==> src/design/lane_pkg.sv <==
package lane_pkg;

  //////////////////////////////
  // Datapath widths
  //////////////////////////////

  // Element width of the lane datapath
  localparam int unsigned ElenW = 32;
  // Half element, used by the split multiplier
  localparam int unsigned ElenHalfW = ElenW / 2;

  //////////////////////////////
  // Register file geometry
  //////////////////////////////

  localparam int unsigned NrVRegs = 8;
  localparam int unsigned VRegIdxW = 3;

  //////////////////////////////
  // Instruction fields
  //////////////////////////////

  // Instruction tag carried to the result stream
  localparam int unsigned IdW = 4;
  localparam int unsigned OpW = 3;

  // ALU operations
  localparam logic [OpW-1:0] OpAdd = 3'd0;
  localparam logic [OpW-1:0] OpSub = 3'd1;
  localparam logic [OpW-1:0] OpAnd = 3'd2;
  localparam logic [OpW-1:0] OpOr = 3'd3;
  localparam logic [OpW-1:0] OpXor = 3'd4;

  // Multiplier operation
  localparam logic [OpW-1:0] OpMul = 3'd5;

  // Encodings 6 and 7 are reserved

endpackage

==> src/design/vector_regfile.sv <==
`timescale 1ns/10ps

module vector_regfile import lane_pkg::*; (
  input  logic                clk_i,
  input  logic                rst_ni,
  // Combinational read ports
  input  logic [VRegIdxW-1:0] rd_idx_a_i,
  input  logic [VRegIdxW-1:0] rd_idx_b_i,
  output logic [ElenW-1:0]    rd_data_a_o,
  output logic [ElenW-1:0]    rd_data_b_o,
  // Load write port
  input  logic                ld_we_i,
  input  logic [VRegIdxW-1:0] ld_idx_i,
  input  logic [ElenW-1:0]    ld_data_i,
  // Writeback write port
  input  logic                wb_we_i,
  input  logic [VRegIdxW-1:0] wb_idx_i,
  input  logic [ElenW-1:0]    wb_data_i
);

  logic [ElenW-1:0] regs_q [NrVRegs];

  assign rd_data_a_o = regs_q[rd_idx_a_i];
  assign rd_data_b_o = regs_q[rd_idx_b_i];

  //////////////////////////////
  // Write ports
  //////////////////////////////

  always_ff @(posedge clk_i or negedge rst_ni) begin
    if (!rst_ni) begin
      for (int i = 0; i < NrVRegs; i++) begin
        regs_q[i] <= '0;
      end
    end else begin
      for (int i = 0; i < NrVRegs; i++) begin
        // Load takes priority on a same-index collision
        if (ld_we_i && (ld_idx_i == VRegIdxW'(i))) begin
          regs_q[i] <= ld_data_i;
        end else if (wb_we_i && (wb_idx_i == VRegIdxW'(i))) begin
          regs_q[i] <= wb_data_i;
        end
      end
    end
  end

endmodule

==> src/design/lane_alu.sv <==
`timescale 1ns/10ps

module lane_alu import lane_pkg::*; (
  input  logic                clk_i,
  input  logic                rst_ni,
  // Dispatch side
  input  logic                op_valid_i,
  output logic                op_ready_o,
  input  logic [OpW-1:0]      op_i,
  input  logic [ElenW-1:0]    a_i,
  input  logic [ElenW-1:0]    b_i,
  input  logic [VRegIdxW-1:0] vd_i,
  input  logic [IdW-1:0]      id_i,
  // Result side
  output logic                res_valid_o,
  input  logic                res_ready_i,
  output logic [VRegIdxW-1:0] res_vd_o,
  output logic [IdW-1:0]      res_id_o,
  output logic [ElenW-1:0]    res_data_o
);

  logic [ElenW-1:0] result;
  logic             valid_q;

  // All arithmetic wraps modulo 2^ElenW
  always_comb begin
    case (op_i)
      OpAdd:   result = a_i + b_i;
      OpSub:   result = a_i - b_i;
      OpAnd:   result = a_i & b_i;
      OpOr:    result = a_i | b_i;
      OpXor:   result = a_i ^ b_i;
      default: result = '0;
    endcase
  end

  //////////////////////////////
  // Output register
  //////////////////////////////

  assign op_ready_o = ~valid_q | res_ready_i;

  always_ff @(posedge clk_i or negedge rst_ni) begin
    if (!rst_ni) begin
      valid_q <= 1'b0;
    end else if (op_ready_o) begin
      valid_q <= op_valid_i;
    end
  end

  always_ff @(posedge clk_i) begin
    if (op_valid_i && op_ready_o) begin
      res_vd_o   <= vd_i;
      res_id_o   <= id_i;
      res_data_o <= result;
    end
  end

  assign res_valid_o = valid_q;

endmodule

==> src/design/lane_mul.sv <==
`timescale 1ns/10ps

module lane_mul import lane_pkg::*; (
  input  logic                clk_i,
  input  logic                rst_ni,
  // Dispatch side
  input  logic                op_valid_i,
  output logic                op_ready_o,
  input  logic [ElenW-1:0]    a_i,
  input  logic [ElenW-1:0]    b_i,
  input  logic [VRegIdxW-1:0] vd_i,
  input  logic [IdW-1:0]      id_i,
  // Result side
  output logic                res_valid_o,
  input  logic                res_ready_i,
  output logic [VRegIdxW-1:0] res_vd_o,
  output logic [IdW-1:0]      res_id_o,
  output logic [ElenW-1:0]    res_data_o
);

  logic                 advance;
  logic                 s1_valid_q;
  logic [VRegIdxW-1:0]  s1_vd_q;
  logic [IdW-1:0]       s1_id_q;
  logic [ElenW-1:0]     s1_plo_q;
  logic [ElenHalfW-1:0] s1_phi_q;
  logic                 s2_valid_q;

  // The whole pipe moves together, stalled only by a held output
  assign advance    = ~s2_valid_q | res_ready_i;
  assign op_ready_o = advance;

  //////////////////////////////
  // Valid bits
  //////////////////////////////

  always_ff @(posedge clk_i or negedge rst_ni) begin
    if (!rst_ni) begin
      s1_valid_q <= 1'b0;
      s2_valid_q <= 1'b0;
    end else if (advance) begin
      s1_valid_q <= op_valid_i;
      s2_valid_q <= s1_valid_q;
    end
  end

  //////////////////////////////
  // Partial products
  //////////////////////////////

  // Low word of a*b = a_lo*b + (a_hi*b_lo << half), a_hi*b_hi drops out
  always_ff @(posedge clk_i) begin
    if (advance) begin
      s1_vd_q  <= vd_i;
      s1_id_q  <= id_i;
      s1_plo_q <= ElenW'(a_i[ElenHalfW-1:0] * b_i);
      s1_phi_q <= ElenHalfW'(a_i[ElenW-1:ElenHalfW] * b_i[ElenHalfW-1:0]);
      res_vd_o   <= s1_vd_q;
      res_id_o   <= s1_id_q;
      res_data_o <= s1_plo_q + {s1_phi_q, {ElenHalfW{1'b0}}};
    end
  end

  assign res_valid_o = s2_valid_q;

endmodule

==> src/design/writeback_arbiter.sv <==
`timescale 1ns/10ps

module writeback_arbiter import lane_pkg::*; (
  input  logic                clk_i,
  input  logic                rst_ni,
  // ALU result
  input  logic                alu_valid_i,
  output logic                alu_ready_o,
  input  logic [VRegIdxW-1:0] alu_vd_i,
  input  logic [IdW-1:0]      alu_id_i,
  input  logic [ElenW-1:0]    alu_data_i,
  // Multiplier result
  input  logic                mul_valid_i,
  output logic                mul_ready_o,
  input  logic [VRegIdxW-1:0] mul_vd_i,
  input  logic [IdW-1:0]      mul_id_i,
  input  logic [ElenW-1:0]    mul_data_i,
  // Register file writeback and busy release
  output logic                wb_we_o,
  output logic [VRegIdxW-1:0] wb_idx_o,
  output logic [ElenW-1:0]    wb_data_o,
  output logic [NrVRegs-1:0]  wb_clr_o,
  // Result stream
  output logic                res_valid_o,
  input  logic                res_ready_i,
  output logic [VRegIdxW-1:0] res_vd_o,
  output logic [IdW-1:0]      res_id_o,
  output logic [ElenW-1:0]    res_data_o
);

  logic             out_free;
  logic             mul_gnt;
  logic             alu_gnt;
  logic [IdW-1:0]   sel_id;

  //////////////////////////////
  // Fixed priority grant
  //////////////////////////////

  // Output slot is empty or leaving this cycle
  assign out_free = ~res_valid_o | res_ready_i;
  assign mul_gnt  = mul_valid_i & out_free;
  assign alu_gnt  = alu_valid_i & out_free & ~mul_valid_i;

  assign mul_ready_o = mul_gnt;
  assign alu_ready_o = alu_gnt;

  assign wb_we_o   = mul_gnt | alu_gnt;
  assign wb_idx_o  = mul_gnt ? mul_vd_i : alu_vd_i;
  assign wb_data_o = mul_gnt ? mul_data_i : alu_data_i;
  assign sel_id    = mul_gnt ? mul_id_i : alu_id_i;

  // One-hot release of the written register
  assign wb_clr_o = wb_we_o ? (NrVRegs'(1) << wb_idx_o) : '0;

  //////////////////////////////
  // Result output register
  //////////////////////////////

  always_ff @(posedge clk_i or negedge rst_ni) begin
    if (!rst_ni) begin
      res_valid_o <= 1'b0;
    end else if (out_free) begin
      res_valid_o <= wb_we_o;
    end
  end

  always_ff @(posedge clk_i) begin
    if (wb_we_o) begin
      res_vd_o   <= wb_idx_o;
      res_id_o   <= sel_id;
      res_data_o <= wb_data_o;
    end
  end

endmodule

==> src/design/lane_sequencer.sv <==
`timescale 1ns/10ps

module lane_sequencer import lane_pkg::*; (
  input  logic                clk_i,
  input  logic                rst_ni,
  // Request stream
  input  logic                req_valid_i,
  output logic                req_ready_o,
  input  logic [OpW-1:0]      req_op_i,
  input  logic [VRegIdxW-1:0] req_vd_i,
  input  logic [VRegIdxW-1:0] req_vs1_i,
  input  logic [VRegIdxW-1:0] req_vs2_i,
  input  logic [IdW-1:0]      req_id_i,
  // Register file read ports
  output logic [VRegIdxW-1:0] rd_idx_a_o,
  output logic [VRegIdxW-1:0] rd_idx_b_o,
  input  logic [ElenW-1:0]    rd_data_a_i,
  input  logic [ElenW-1:0]    rd_data_b_i,
  // ALU dispatch
  output logic                alu_valid_o,
  input  logic                alu_ready_i,
  output logic [OpW-1:0]      alu_op_o,
  output logic [ElenW-1:0]    alu_a_o,
  output logic [ElenW-1:0]    alu_b_o,
  output logic [VRegIdxW-1:0] alu_vd_o,
  output logic [IdW-1:0]      alu_id_o,
  // Multiplier dispatch
  output logic                mul_valid_o,
  input  logic                mul_ready_i,
  output logic [ElenW-1:0]    mul_a_o,
  output logic [ElenW-1:0]    mul_b_o,
  output logic [VRegIdxW-1:0] mul_vd_o,
  output logic [IdW-1:0]      mul_id_o,
  // Busy release from writeback
  input  logic [NrVRegs-1:0]  wb_clr_i
);

  //////////////////////////////
  // Hazard check
  //////////////////////////////

  logic [NrVRegs-1:0] busy_q;
  logic [NrVRegs-1:0] busy_set;
  logic               active_q;
  logic               is_mul;
  logic               unit_ready;
  logic               hazard;
  logic               dispatch;

  assign is_mul     = (req_op_i == OpMul);
  assign unit_ready = is_mul ? mul_ready_i : alu_ready_i;

  // Destination and both sources must have no pending writer
  assign hazard = busy_q[req_vd_i] | busy_q[req_vs1_i] | busy_q[req_vs2_i];

  // Held off for the first cycle out of reset
  assign req_ready_o = active_q & ~hazard & unit_ready;
  assign dispatch    = req_valid_i & req_ready_o;

  //////////////////////////////
  // Operand read and dispatch
  //////////////////////////////

  assign rd_idx_a_o = req_vs1_i;
  assign rd_idx_b_o = req_vs2_i;

  assign alu_valid_o = dispatch & ~is_mul;
  assign alu_op_o    = req_op_i;
  assign alu_a_o     = rd_data_a_i;
  assign alu_b_o     = rd_data_b_i;
  assign alu_vd_o    = req_vd_i;
  assign alu_id_o    = req_id_i;

  assign mul_valid_o = dispatch & is_mul;
  assign mul_a_o     = rd_data_a_i;
  assign mul_b_o     = rd_data_b_i;
  assign mul_vd_o    = req_vd_i;
  assign mul_id_o    = req_id_i;

  //////////////////////////////
  // Busy scoreboard
  //////////////////////////////

  assign busy_set = dispatch ? (NrVRegs'(1) << req_vd_i) : '0;

  always_ff @(posedge clk_i or negedge rst_ni) begin
    if (!rst_ni) begin
      busy_q   <= '0;
      active_q <= 1'b0;
    end else begin
      // A set never hits a bit being cleared, the vd was idle
      busy_q   <= (busy_q & ~wb_clr_i) | busy_set;
      active_q <= 1'b1;
    end
  end

endmodule

==> src/design/lane_top.sv <==
`timescale 1ns/10ps

module lane_top import lane_pkg::*; (
  input  logic                clk_i,
  input  logic                rst_ni,
  // Load port
  input  logic                ld_valid_i,
  input  logic [VRegIdxW-1:0] ld_idx_i,
  input  logic [ElenW-1:0]    ld_data_i,
  // Request stream
  input  logic                req_valid_i,
  output logic                req_ready_o,
  input  logic [OpW-1:0]      req_op_i,
  input  logic [VRegIdxW-1:0] req_vd_i,
  input  logic [VRegIdxW-1:0] req_vs1_i,
  input  logic [VRegIdxW-1:0] req_vs2_i,
  input  logic [IdW-1:0]      req_id_i,
  // Result stream
  output logic                res_valid_o,
  input  logic                res_ready_i,
  output logic [IdW-1:0]      res_id_o,
  output logic [VRegIdxW-1:0] res_vd_o,
  output logic [ElenW-1:0]    res_data_o
);

  //////////////////////////////
  // Sequencer and register file
  //////////////////////////////

  logic [VRegIdxW-1:0] rd_idx_a;
  logic [VRegIdxW-1:0] rd_idx_b;
  logic [ElenW-1:0]    rd_data_a;
  logic [ElenW-1:0]    rd_data_b;

  logic                wb_we;
  logic [VRegIdxW-1:0] wb_idx;
  logic [ElenW-1:0]    wb_data;
  logic [NrVRegs-1:0]  wb_clr;

  // Dispatch to the ALU
  logic                alu_valid;
  logic                alu_ready;
  logic [OpW-1:0]      alu_op;
  logic [ElenW-1:0]    alu_a;
  logic [ElenW-1:0]    alu_b;
  logic [VRegIdxW-1:0] alu_vd;
  logic [IdW-1:0]      alu_id;

  // Dispatch to the multiplier
  logic                mul_valid;
  logic                mul_ready;
  logic [ElenW-1:0]    mul_a;
  logic [ElenW-1:0]    mul_b;
  logic [VRegIdxW-1:0] mul_vd;
  logic [IdW-1:0]      mul_id;

  lane_sequencer i_lane_sequencer (
    .clk_i       (clk_i),
    .rst_ni      (rst_ni),
    .req_valid_i (req_valid_i),
    .req_ready_o (req_ready_o),
    .req_op_i    (req_op_i),
    .req_vd_i    (req_vd_i),
    .req_vs1_i   (req_vs1_i),
    .req_vs2_i   (req_vs2_i),
    .req_id_i    (req_id_i),
    .rd_idx_a_o  (rd_idx_a),
    .rd_idx_b_o  (rd_idx_b),
    .rd_data_a_i (rd_data_a),
    .rd_data_b_i (rd_data_b),
    .alu_valid_o (alu_valid),
    .alu_ready_i (alu_ready),
    .alu_op_o    (alu_op),
    .alu_a_o     (alu_a),
    .alu_b_o     (alu_b),
    .alu_vd_o    (alu_vd),
    .alu_id_o    (alu_id),
    .mul_valid_o (mul_valid),
    .mul_ready_i (mul_ready),
    .mul_a_o     (mul_a),
    .mul_b_o     (mul_b),
    .mul_vd_o    (mul_vd),
    .mul_id_o    (mul_id),
    .wb_clr_i    (wb_clr)
  );

  vector_regfile i_vrf (
    .clk_i       (clk_i),
    .rst_ni      (rst_ni),
    .rd_idx_a_i  (rd_idx_a),
    .rd_idx_b_i  (rd_idx_b),
    .rd_data_a_o (rd_data_a),
    .rd_data_b_o (rd_data_b),
    .ld_we_i     (ld_valid_i),
    .ld_idx_i    (ld_idx_i),
    .ld_data_i   (ld_data_i),
    .wb_we_i     (wb_we),
    .wb_idx_i    (wb_idx),
    .wb_data_i   (wb_data)
  );

  //////////////////////////////
  // Functional units
  //////////////////////////////

  logic                alu_res_valid;
  logic                alu_res_ready;
  logic [VRegIdxW-1:0] alu_res_vd;
  logic [IdW-1:0]      alu_res_id;
  logic [ElenW-1:0]    alu_res_data;

  logic                mul_res_valid;
  logic                mul_res_ready;
  logic [VRegIdxW-1:0] mul_res_vd;
  logic [IdW-1:0]      mul_res_id;
  logic [ElenW-1:0]    mul_res_data;

  lane_alu i_lane_alu (
    .clk_i       (clk_i),
    .rst_ni      (rst_ni),
    .op_valid_i  (alu_valid),
    .op_ready_o  (alu_ready),
    .op_i        (alu_op),
    .a_i         (alu_a),
    .b_i         (alu_b),
    .vd_i        (alu_vd),
    .id_i        (alu_id),
    .res_valid_o (alu_res_valid),
    .res_ready_i (alu_res_ready),
    .res_vd_o    (alu_res_vd),
    .res_id_o    (alu_res_id),
    .res_data_o  (alu_res_data)
  );

  lane_mul i_lane_mul (
    .clk_i       (clk_i),
    .rst_ni      (rst_ni),
    .op_valid_i  (mul_valid),
    .op_ready_o  (mul_ready),
    .a_i         (mul_a),
    .b_i         (mul_b),
    .vd_i        (mul_vd),
    .id_i        (mul_id),
    .res_valid_o (mul_res_valid),
    .res_ready_i (mul_res_ready),
    .res_vd_o    (mul_res_vd),
    .res_id_o    (mul_res_id),
    .res_data_o  (mul_res_data)
  );

  //////////////////////////////
  // Writeback
  //////////////////////////////

  writeback_arbiter i_wb_arbiter (
    .clk_i       (clk_i),
    .rst_ni      (rst_ni),
    .alu_valid_i (alu_res_valid),
    .alu_ready_o (alu_res_ready),
    .alu_vd_i    (alu_res_vd),
    .alu_id_i    (alu_res_id),
    .alu_data_i  (alu_res_data),
    .mul_valid_i (mul_res_valid),
    .mul_ready_o (mul_res_ready),
    .mul_vd_i    (mul_res_vd),
    .mul_id_i    (mul_res_id),
    .mul_data_i  (mul_res_data),
    .wb_we_o     (wb_we),
    .wb_idx_o    (wb_idx),
    .wb_data_o   (wb_data),
    .wb_clr_o    (wb_clr),
    .res_valid_o (res_valid_o),
    .res_ready_i (res_ready_i),
    .res_vd_o    (res_vd_o),
    .res_id_o    (res_id_o),
    .res_data_o  (res_data_o)
  );

endmodule

==> config.mk <==
export PLATFORM = sky130hd
export DESIGN_NAME = lane_top
export DESIGN_NICKNAME = d
export VERILOG_FILES = /design/src/design/lane_pkg.sv /design/src/design/vector_regfile.sv /design/src/design/lane_alu.sv /design/src/design/lane_mul.sv /design/src/design/writeback_arbiter.sv /design/src/design/lane_sequencer.sv /design/src/design/lane_top.sv
export SDC_FILE = /design/constraint.sdc
export NUM_CORES = 2
export LEC_CHECK = 0
export BUFFER_PORTS_ARGS = -buffer_cell sky130_fd_sc_hd__buf_2
export CORE_MARGIN = 4
export CORE_UTILIZATION = 45
export DETAILED_ROUTE_END_ITERATION = 10
export GPL_TIMING_DRIVEN = 0
export SYNTH_ARGS = -nofsm -noshare
export SYNTH_HDL_FRONTEND = slang
export SYNTH_SLANG_ARGS = --single-unit
==> constraint.sdc <==
create_clock -name clk_i -period 7.6 [get_ports clk_i]
set_clock_uncertainty 0.2 [all_clocks]
set_input_delay 1.52 -clock clk_i [delete_from_list [all_inputs] [get_ports clk_i]]
set_output_delay 1.52 -clock clk_i [all_outputs]
set_load 0.01 [all_outputs]
# [Word level (Yosys, flattened, before mapping)]
# Cells that the tools add are included.
[op_classes] magnitude_cmp=5 shifts=2 n_mux=35 bitwise=27 n_addsub=3 mul=2 n_reduce_logical=28 n_eq_ne=19
[ops] operator="32-bit 2-to-1 mux" n=21
[ops] operator="32-bit binary-select mux with 3-bit select" n=2
[ops] operator="32-bit one-hot mux with 5 select lines" n=1
[ops] operator="32-bit adder" n=2
[ops] operator="32-bit AND" n=1
[ops] operator="16-bit by 32-bit multiplier with 32-bit output" n=1
[ops] operator="32-bit bitwise OR" n=1
[ops] operator="32-bit subtractor" n=1
[ops] operator="32-bit bitwise XOR" n=1
[ops] operator="3-bit equality test, second input constant" n=10
[ops] operator="3-bit by 2-bit equality test with 1-bit output, second input constant" n=6
[ops] operator="1-bit logical AND" n=17
[ops] operator="16-bit by 16-bit multiplier with 16-bit output" n=1
[ops] operator="8-bit 2-to-1 mux" n=2
[ops] operator="2-bit nonzero test" n=8
[ops] operator="1-bit by 3-bit left shift with 8-bit output, first input constant" n=2
[ops] operator="3-bit by 4-bit less-than comparator with 1-bit output, second input constant" n=3
[ops] operator="1-bit binary-select mux with 3-bit select" n=3
[ops] operator="3-bit by 1-bit equality test with 1-bit output, second input constant" n=3
[ops] operator="3-bit zero test" n=3
[ops] operator="1-bit AND" n=8
[ops] operator="8-bit AND" n=1
[ops] operator="4-bit >= comparator, second input constant" n=2
[ops] operator="3-bit NOT with 4-bit output" n=2
[ops] operator="7 further kinds" n=19
[word_totals] word_cells=148 out_inout_bits=41 reg_bits=441

# [Logic depth before layout (Yosys ltp)]
[depth] word_depth=10 mapped_depth=32 mapped_depth_nobuf=27

# [Hierarchy]
# Synthesis repeated with hierarchy kept, for this count alone.
[unflattened] cells_unflattened=4415 area_unflattened_um2=44288.7
[modules_own_cells] module="lane_mul" cells_each=1998 instances=1 area_per_inst_um2=18869.3 seq_area_each_um2=2872.8
[modules_own_cells] module="vector_regfile" cells_each=1420 instances=1 area_per_inst_um2=16331.9 seq_area_each_um2=6406.1
[modules_own_cells] module="lane_alu" cells_each=670 instances=1 area_per_inst_um2=5440.2 seq_area_each_um2=1196.1
[modules_own_cells] module="writeback_arbiter" cells_each=118 instances=1 area_per_inst_um2=1884.3 seq_area_each_um2=1196.1
[modules_own_cells] module="lane_sequencer" cells_each=209 instances=1 area_per_inst_um2=1762.9 seq_area_each_um2=225.2

# [Worst setup path before layout]
# Ideal clock, no wire load.
[synth_path] path_type="input to register" start="in req_vs1_i[0]" end="reg i_lane_mul.s1_plo_q[30], data pin" path_slack_ns=-1.627 arrival_ns=8.762 required_time_ns=7.135 setup_ns=0.265 path_stages=29 n_path_buf=5 cell_sequence="buf_4 > buf_4 > buf_4 > buf_4 > mux2_2 > o221ai_1 > clkinv_1 > ha_1 > fa_1 > inv_1 > fa_1 > fa_1 > inv_1 > fa_1 > fa_1 > inv_1 > fa_1 > inv_1 > ha_1 > clkbuf_1 > o21a_1 > o21a_1 > o21ai_0 > nand2b_1 > a41oi_1 > o31ai_1 > a21oi_1 > o21ai_0 > xor2_1"
[synth_between] elab_chain_len=5
[synth_rtl] element="start: declaration" line_no="lane_top.sv:15" source="input logic [VRegIdxW-1:0] req_vs1_i,"
[synth_rtl] element="3-bit NOT with 4-bit output (not written as such)" line_no="vector_regfile.sv:23" source="assign rd_data_a_o = regs_q[rd_idx_a_i];"
[synth_rtl] element="32-bit binary-select mux with 3-bit select" line_no="vector_regfile.sv:23"
[synth_rtl] element="32-bit 2-to-1 mux (not written as such) (2 in a row)" line_no="vector_regfile.sv:23"
[synth_rtl] element="16-bit by 32-bit multiplier with 32-bit output" line_no="lane_mul.sv:56" source="s1_plo_q <= ElenW'(a_i[ElenHalfW-1:0] * b_i);"
[synth_rtl] element="end signal: assignment" line_no="lane_mul.sv:56"
[synth_rtl] element="end: declaration" line_no="lane_mul.sv:25" source="logic [ElenW-1:0] s1_plo_q;"
# No other way between the ends. The select of a mux whose other input is x is not followed.
# A chain may end at the register's enable or synchronous reset.

# [Worst setup path after layout]
[layout_path] start="in req_vs2_i[0]" end="reg i_lane_mul.s1_plo_q[23], data pin"
[layout_between] elab_chain_len=5
[layout_rtl] element="start: declaration" line_no="lane_top.sv:16" source="input logic [VRegIdxW-1:0] req_vs2_i,"
[layout_rtl] element="3-bit NOT with 4-bit output (not written as such)" line_no="vector_regfile.sv:24" source="assign rd_data_b_o = regs_q[rd_idx_b_i];"
[layout_rtl] element="32-bit binary-select mux with 3-bit select" line_no="vector_regfile.sv:24"
[layout_rtl] element="32-bit 2-to-1 mux (not written as such) (2 in a row)" line_no="vector_regfile.sv:24"
[layout_rtl] element="16-bit by 32-bit multiplier with 32-bit output" line_no="lane_mul.sv:56"
# No other way between the ends. The select of a mux whose other input is x is not followed.

==> flow_metrics.py <==
metrics = {
    "status": {
        "status": "complete, but fails checks",
        "violations": "max-capacitance violations, negative setup slack",
    },
    "timing": {
        "fin_crit_ps": 8260,
        "hold_viol": 0,
        "setup_viol": 17,
        "tightest_slew_ps": 1470,
        "drv_slew": 0,
        "hold_slack_ps": 217,
        "maxSlewHeadroom": 0.0152,
        "timing.fmax_mhz": 121,
        "period_share": 1.09,
        "timing.final.ws_setup_ps": -664,
        "rsz0062_at_grt": "true",
    },
    "floorplan": {
        "num_io_pins": 97,
        "die_w_um": 312,
        "start_util": 0.454,
        "die_h_um": 312,
        "die_area_um2": 97300,
        "rows": 111,
        "core_area_um2": 91700,
    },
    "cts": {
        "cts_hold_buf": 0,
        "cts_tree": "done",
        "clkSlewWorstSetupHoldPaths_ps": 60,
        "cts_buffers": 51,
        "cts_sinks": 441,
        "root_buffer": "clkbuf_16",
        "ctsLongestPathBuffers": 3,
        "cts_htree_levels": 2,
        "clk_latency_ps": 640,
    },
    "synth": {
        "synthAdderAreaFrac": 0.254,
        "seq_area_frac_synth": 0.286,
        "synth-xor-area-share": 0.0337,
        "synthSimpleGateAreaFrac": 0.132,
        "synth.mux.area_fraction": 0.0941,
        "syn_area_per_cell_um2": 9.16,
        "ys.flop_type": "dfrtp_1",
        "synth_edf_count": 172,
        "synthesis.instances": 4542,
        "synth_top_family_by_area": "adder cells",
        "ys_types": 85,
        "async_reset_ff_frac": 0.610,
        "ys_ff_latch": 441,
        "syn_nets": 5209,
        "syn_area_um2": 41600,
        "yosys_warnings": 0,
        "synth-compound-area-share": 0.117,
    },
    "setup_path": {
        "regToRegSetupSlack_ps": 100,
        "r2r_cells": 27,
        "r2r-start": "i_vrf.regs_q[161]$_DFFE_PN0P_",
        "crit_type": "input pin to register",
        "crit_required_ps": 7740,
        "worst_setup_path_start_kind": "input pin",
        "reg2reg_to": "i_lane_mul.s1_plo_q[23]$_DFFE_PN_",
        "cp_data_arrival_time_ps": 8400,
        "critPathMaxFanout": 8,
        "cp-end-kind": "register",
    },
    "final_layout": {
        "final_cell_mix": "nand2_1 (756), inv_1 (531), o21ai_0 (440)",
        "layout_commonest_cell": "nand2_1",
        "syn2layout_area_growth_pct": 17.7,
        "fin_nets": 5456,
        "drive_gt1_frac": 0.160,
    },
    "min_path": {
        "holdPathStages": 0,
        "hold_class": "register to register",
        "whs_endpoint": "i_lane_mul.res_data_o[8]$_DFFE_PN_",
        "hold_start": "i_lane_mul.s1_plo_q[8]$_DFFE_PN_",
    },
    "global_routing": {
        "grt_usage": 0.335,
        "grt_max_degree": 115,
        "grt_pass1_wl_um": 241000,
        "antenna_found_initial": 14,
        "first_global_vias": 36100,
        "globalRoute.totalOverflow": 0,
    },
    "flow_run": {
        "drv_cap": 1,
    },
    "detailed_routing": {
        "routed_via_density": 6.00,
        "finalWirelength_um": 165000,
        "ant_nets": 0,
        "wire_per_inst_um": 27.4,
        "num_vias": 36100,
        "drtIter0Drc": 4349,
        "route.detailed.drc": 0,
        "firstDrtPassIters": 6,
    },
    "placed_design": {
        "hpwl_um": 120000,
        "gp_congestion": 0.984,
        "portBuffers": 60,
    },
}
[state kept, by name, indices dropped and copies added (netlist names), 4 cells and up]
register,count
i_lane_alu.res_data_o,32
i_lane_mul.s1_phi_q,16
i_wb_arbiter.res_data_o,32
i_lane_sequencer.busy_q,8
i_lane_mul.res_data_o,32
i_vrf.regs_q,256
i_lane_mul.s1_id_q,4
i_lane_alu.res_id_o,4
i_wb_arbiter.res_id_o,4
i_lane_mul.res_id_o,4
i_lane_mul.s1_plo_q,32
[critical path, cell delays in order]
cell and delay (ps):
buf_12 80, buf_12 120, buf_16 140, mux4_2 540
mux2i_4 290, clkinvlp_4 270, clkbuf_16 230, buf_4 170
nand2_1 90, fa_1 400, inv_1 100, fa_1 450
fa_1 580, fa_1 460, fa_1 510, inv_1 60
fa_1 490, inv_1 50, ha_2 330, inv_1 100
o21bai_1 90, a211oi_2 210, a21bo_4 300, buf_12 140
a31oi_4 220, o21bai_1 120, a21oi_2 200, xnor2_2 130
[cells in the mapped netlist, types with 15 or more instances]
master,number,area (µm²)
a21o_1,37,278
nor2b_1,15,93.8
nor3_1,22,110
xor2_1,32,280
o21ai_0,447,2240
and2_1,18,113
xnor2_1,126,1100
a21oi_1,229,1150
nor2_1,447,1680
nand2_1,767,2880
mux4_2,101,2270
clkbuf_1,183,687
edfxtp_1,172,5160
buf_1,56,210
nand2b_1,19,119
buf_4,15,113
buf_2,15,75.1
inv_1,563,2110
mux2i_1,80,801
mux2_2,34,383
fa_1,386,7730
inv_2,17,63.8
a211oi_1,24,180
ha_1,225,2820
dfrtp_1,269,6730
nand3_1,20,100
[worst max-delay path by stage]
stage	cells after the start	to	slack (ps)	start
finish	28	i_lane_mul.s1_plo_q[23]$_DFFE_PN_	-660	req_vs2_i[0]
global route	30	i_lane_mul.s1_plo_q[23]$_DFFE_PN_	-800	req_vs2_i[0]
CTS	28	i_lane_mul.s1_plo_q[31]$_DFFE_PN_	-580	req_vs2_i[0]
detailed placement	26	i_lane_mul.s1_plo_q[20]$_DFFE_PN_	-3570	req_vs1_i[1]
global placement	26	i_lane_mul.s1_plo_q[20]$_DFFE_PN_	-3630	req_vs1_i[1]
floorplan	28	i_lane_mul.s1_plo_q[31]$_DFFE_PN_	-740	req_vs2_i[0]
[metrics by stage]
stage / setup slack (ps) / instances / util / setup TNS [ps] / instance area (µm²)
2_1_floorplan: -741 / 4542 / - / -9250 / 41800
3_5_place_dp: -3570 / 5795 / 0.478 / -84910 / 43800
6_report: -664 / 6024 / 0.534 / -7720 / 48900
3_3_place_gp: -3630 / 5788 / 0.476 / -253290 / 43600
5_1_grt: -798 / 6022 / 0.534 / -10300 / 48900
4_1_cts: -580 / 5993 / 0.526 / -6920 / 48200
[cell families (layout without fill, tap and decap cells)]
logic type | Yosys count | after routing
flops | 441 | 441
other cells | 1 | 8
buf+inv | 873 | 1162
fa+ha+maj | 611 | 611
compound gates | 860 | 860
xor+xnor | 159 | 159
mux | 235 | 235
simple gates | 1362 | 1362
[layout make-up]
type                       count  area, µm²
fill                        8297      42700
multi-input combinational   3228      27400
sequential                   441      11900
inverter                     594       2390
buffer                       263       2080
timing repair buffer         209       1890
tap                         1186       1480
clock buffer                  71       1440
clock inverter                24        345
antenna                        7       17.5
timing repair inverter         1       8.76
[metal layers]
metal | up-vias | wire length [µm] | share of wire | global-route usage
li1 | 15400 | - | - | -
met1 | 18000 | 62800 | 0.38 | 0.442
met2 | 2286 | 70000 | 0.42 | 0.490
met3 | 502 | 21800 | 0.13 | 0.113
met4 | 8 | 10600 | 0.064 | 0.180
met5 | - | 60 | 0.00036 | 0
[what timing repair did]
item / 4_1_cts / 5_1_grt
resized for setup: 385 / 140
setup buffers: 115 / 28
pin swaps: 61 / 68
setup endpoints to repair: 38 / 25
gates cloned: 2 / 2
Power is left out: the tool's default activity adds up to more than one toggle a clock period on the data nets, which glitch-free logic cannot reach.
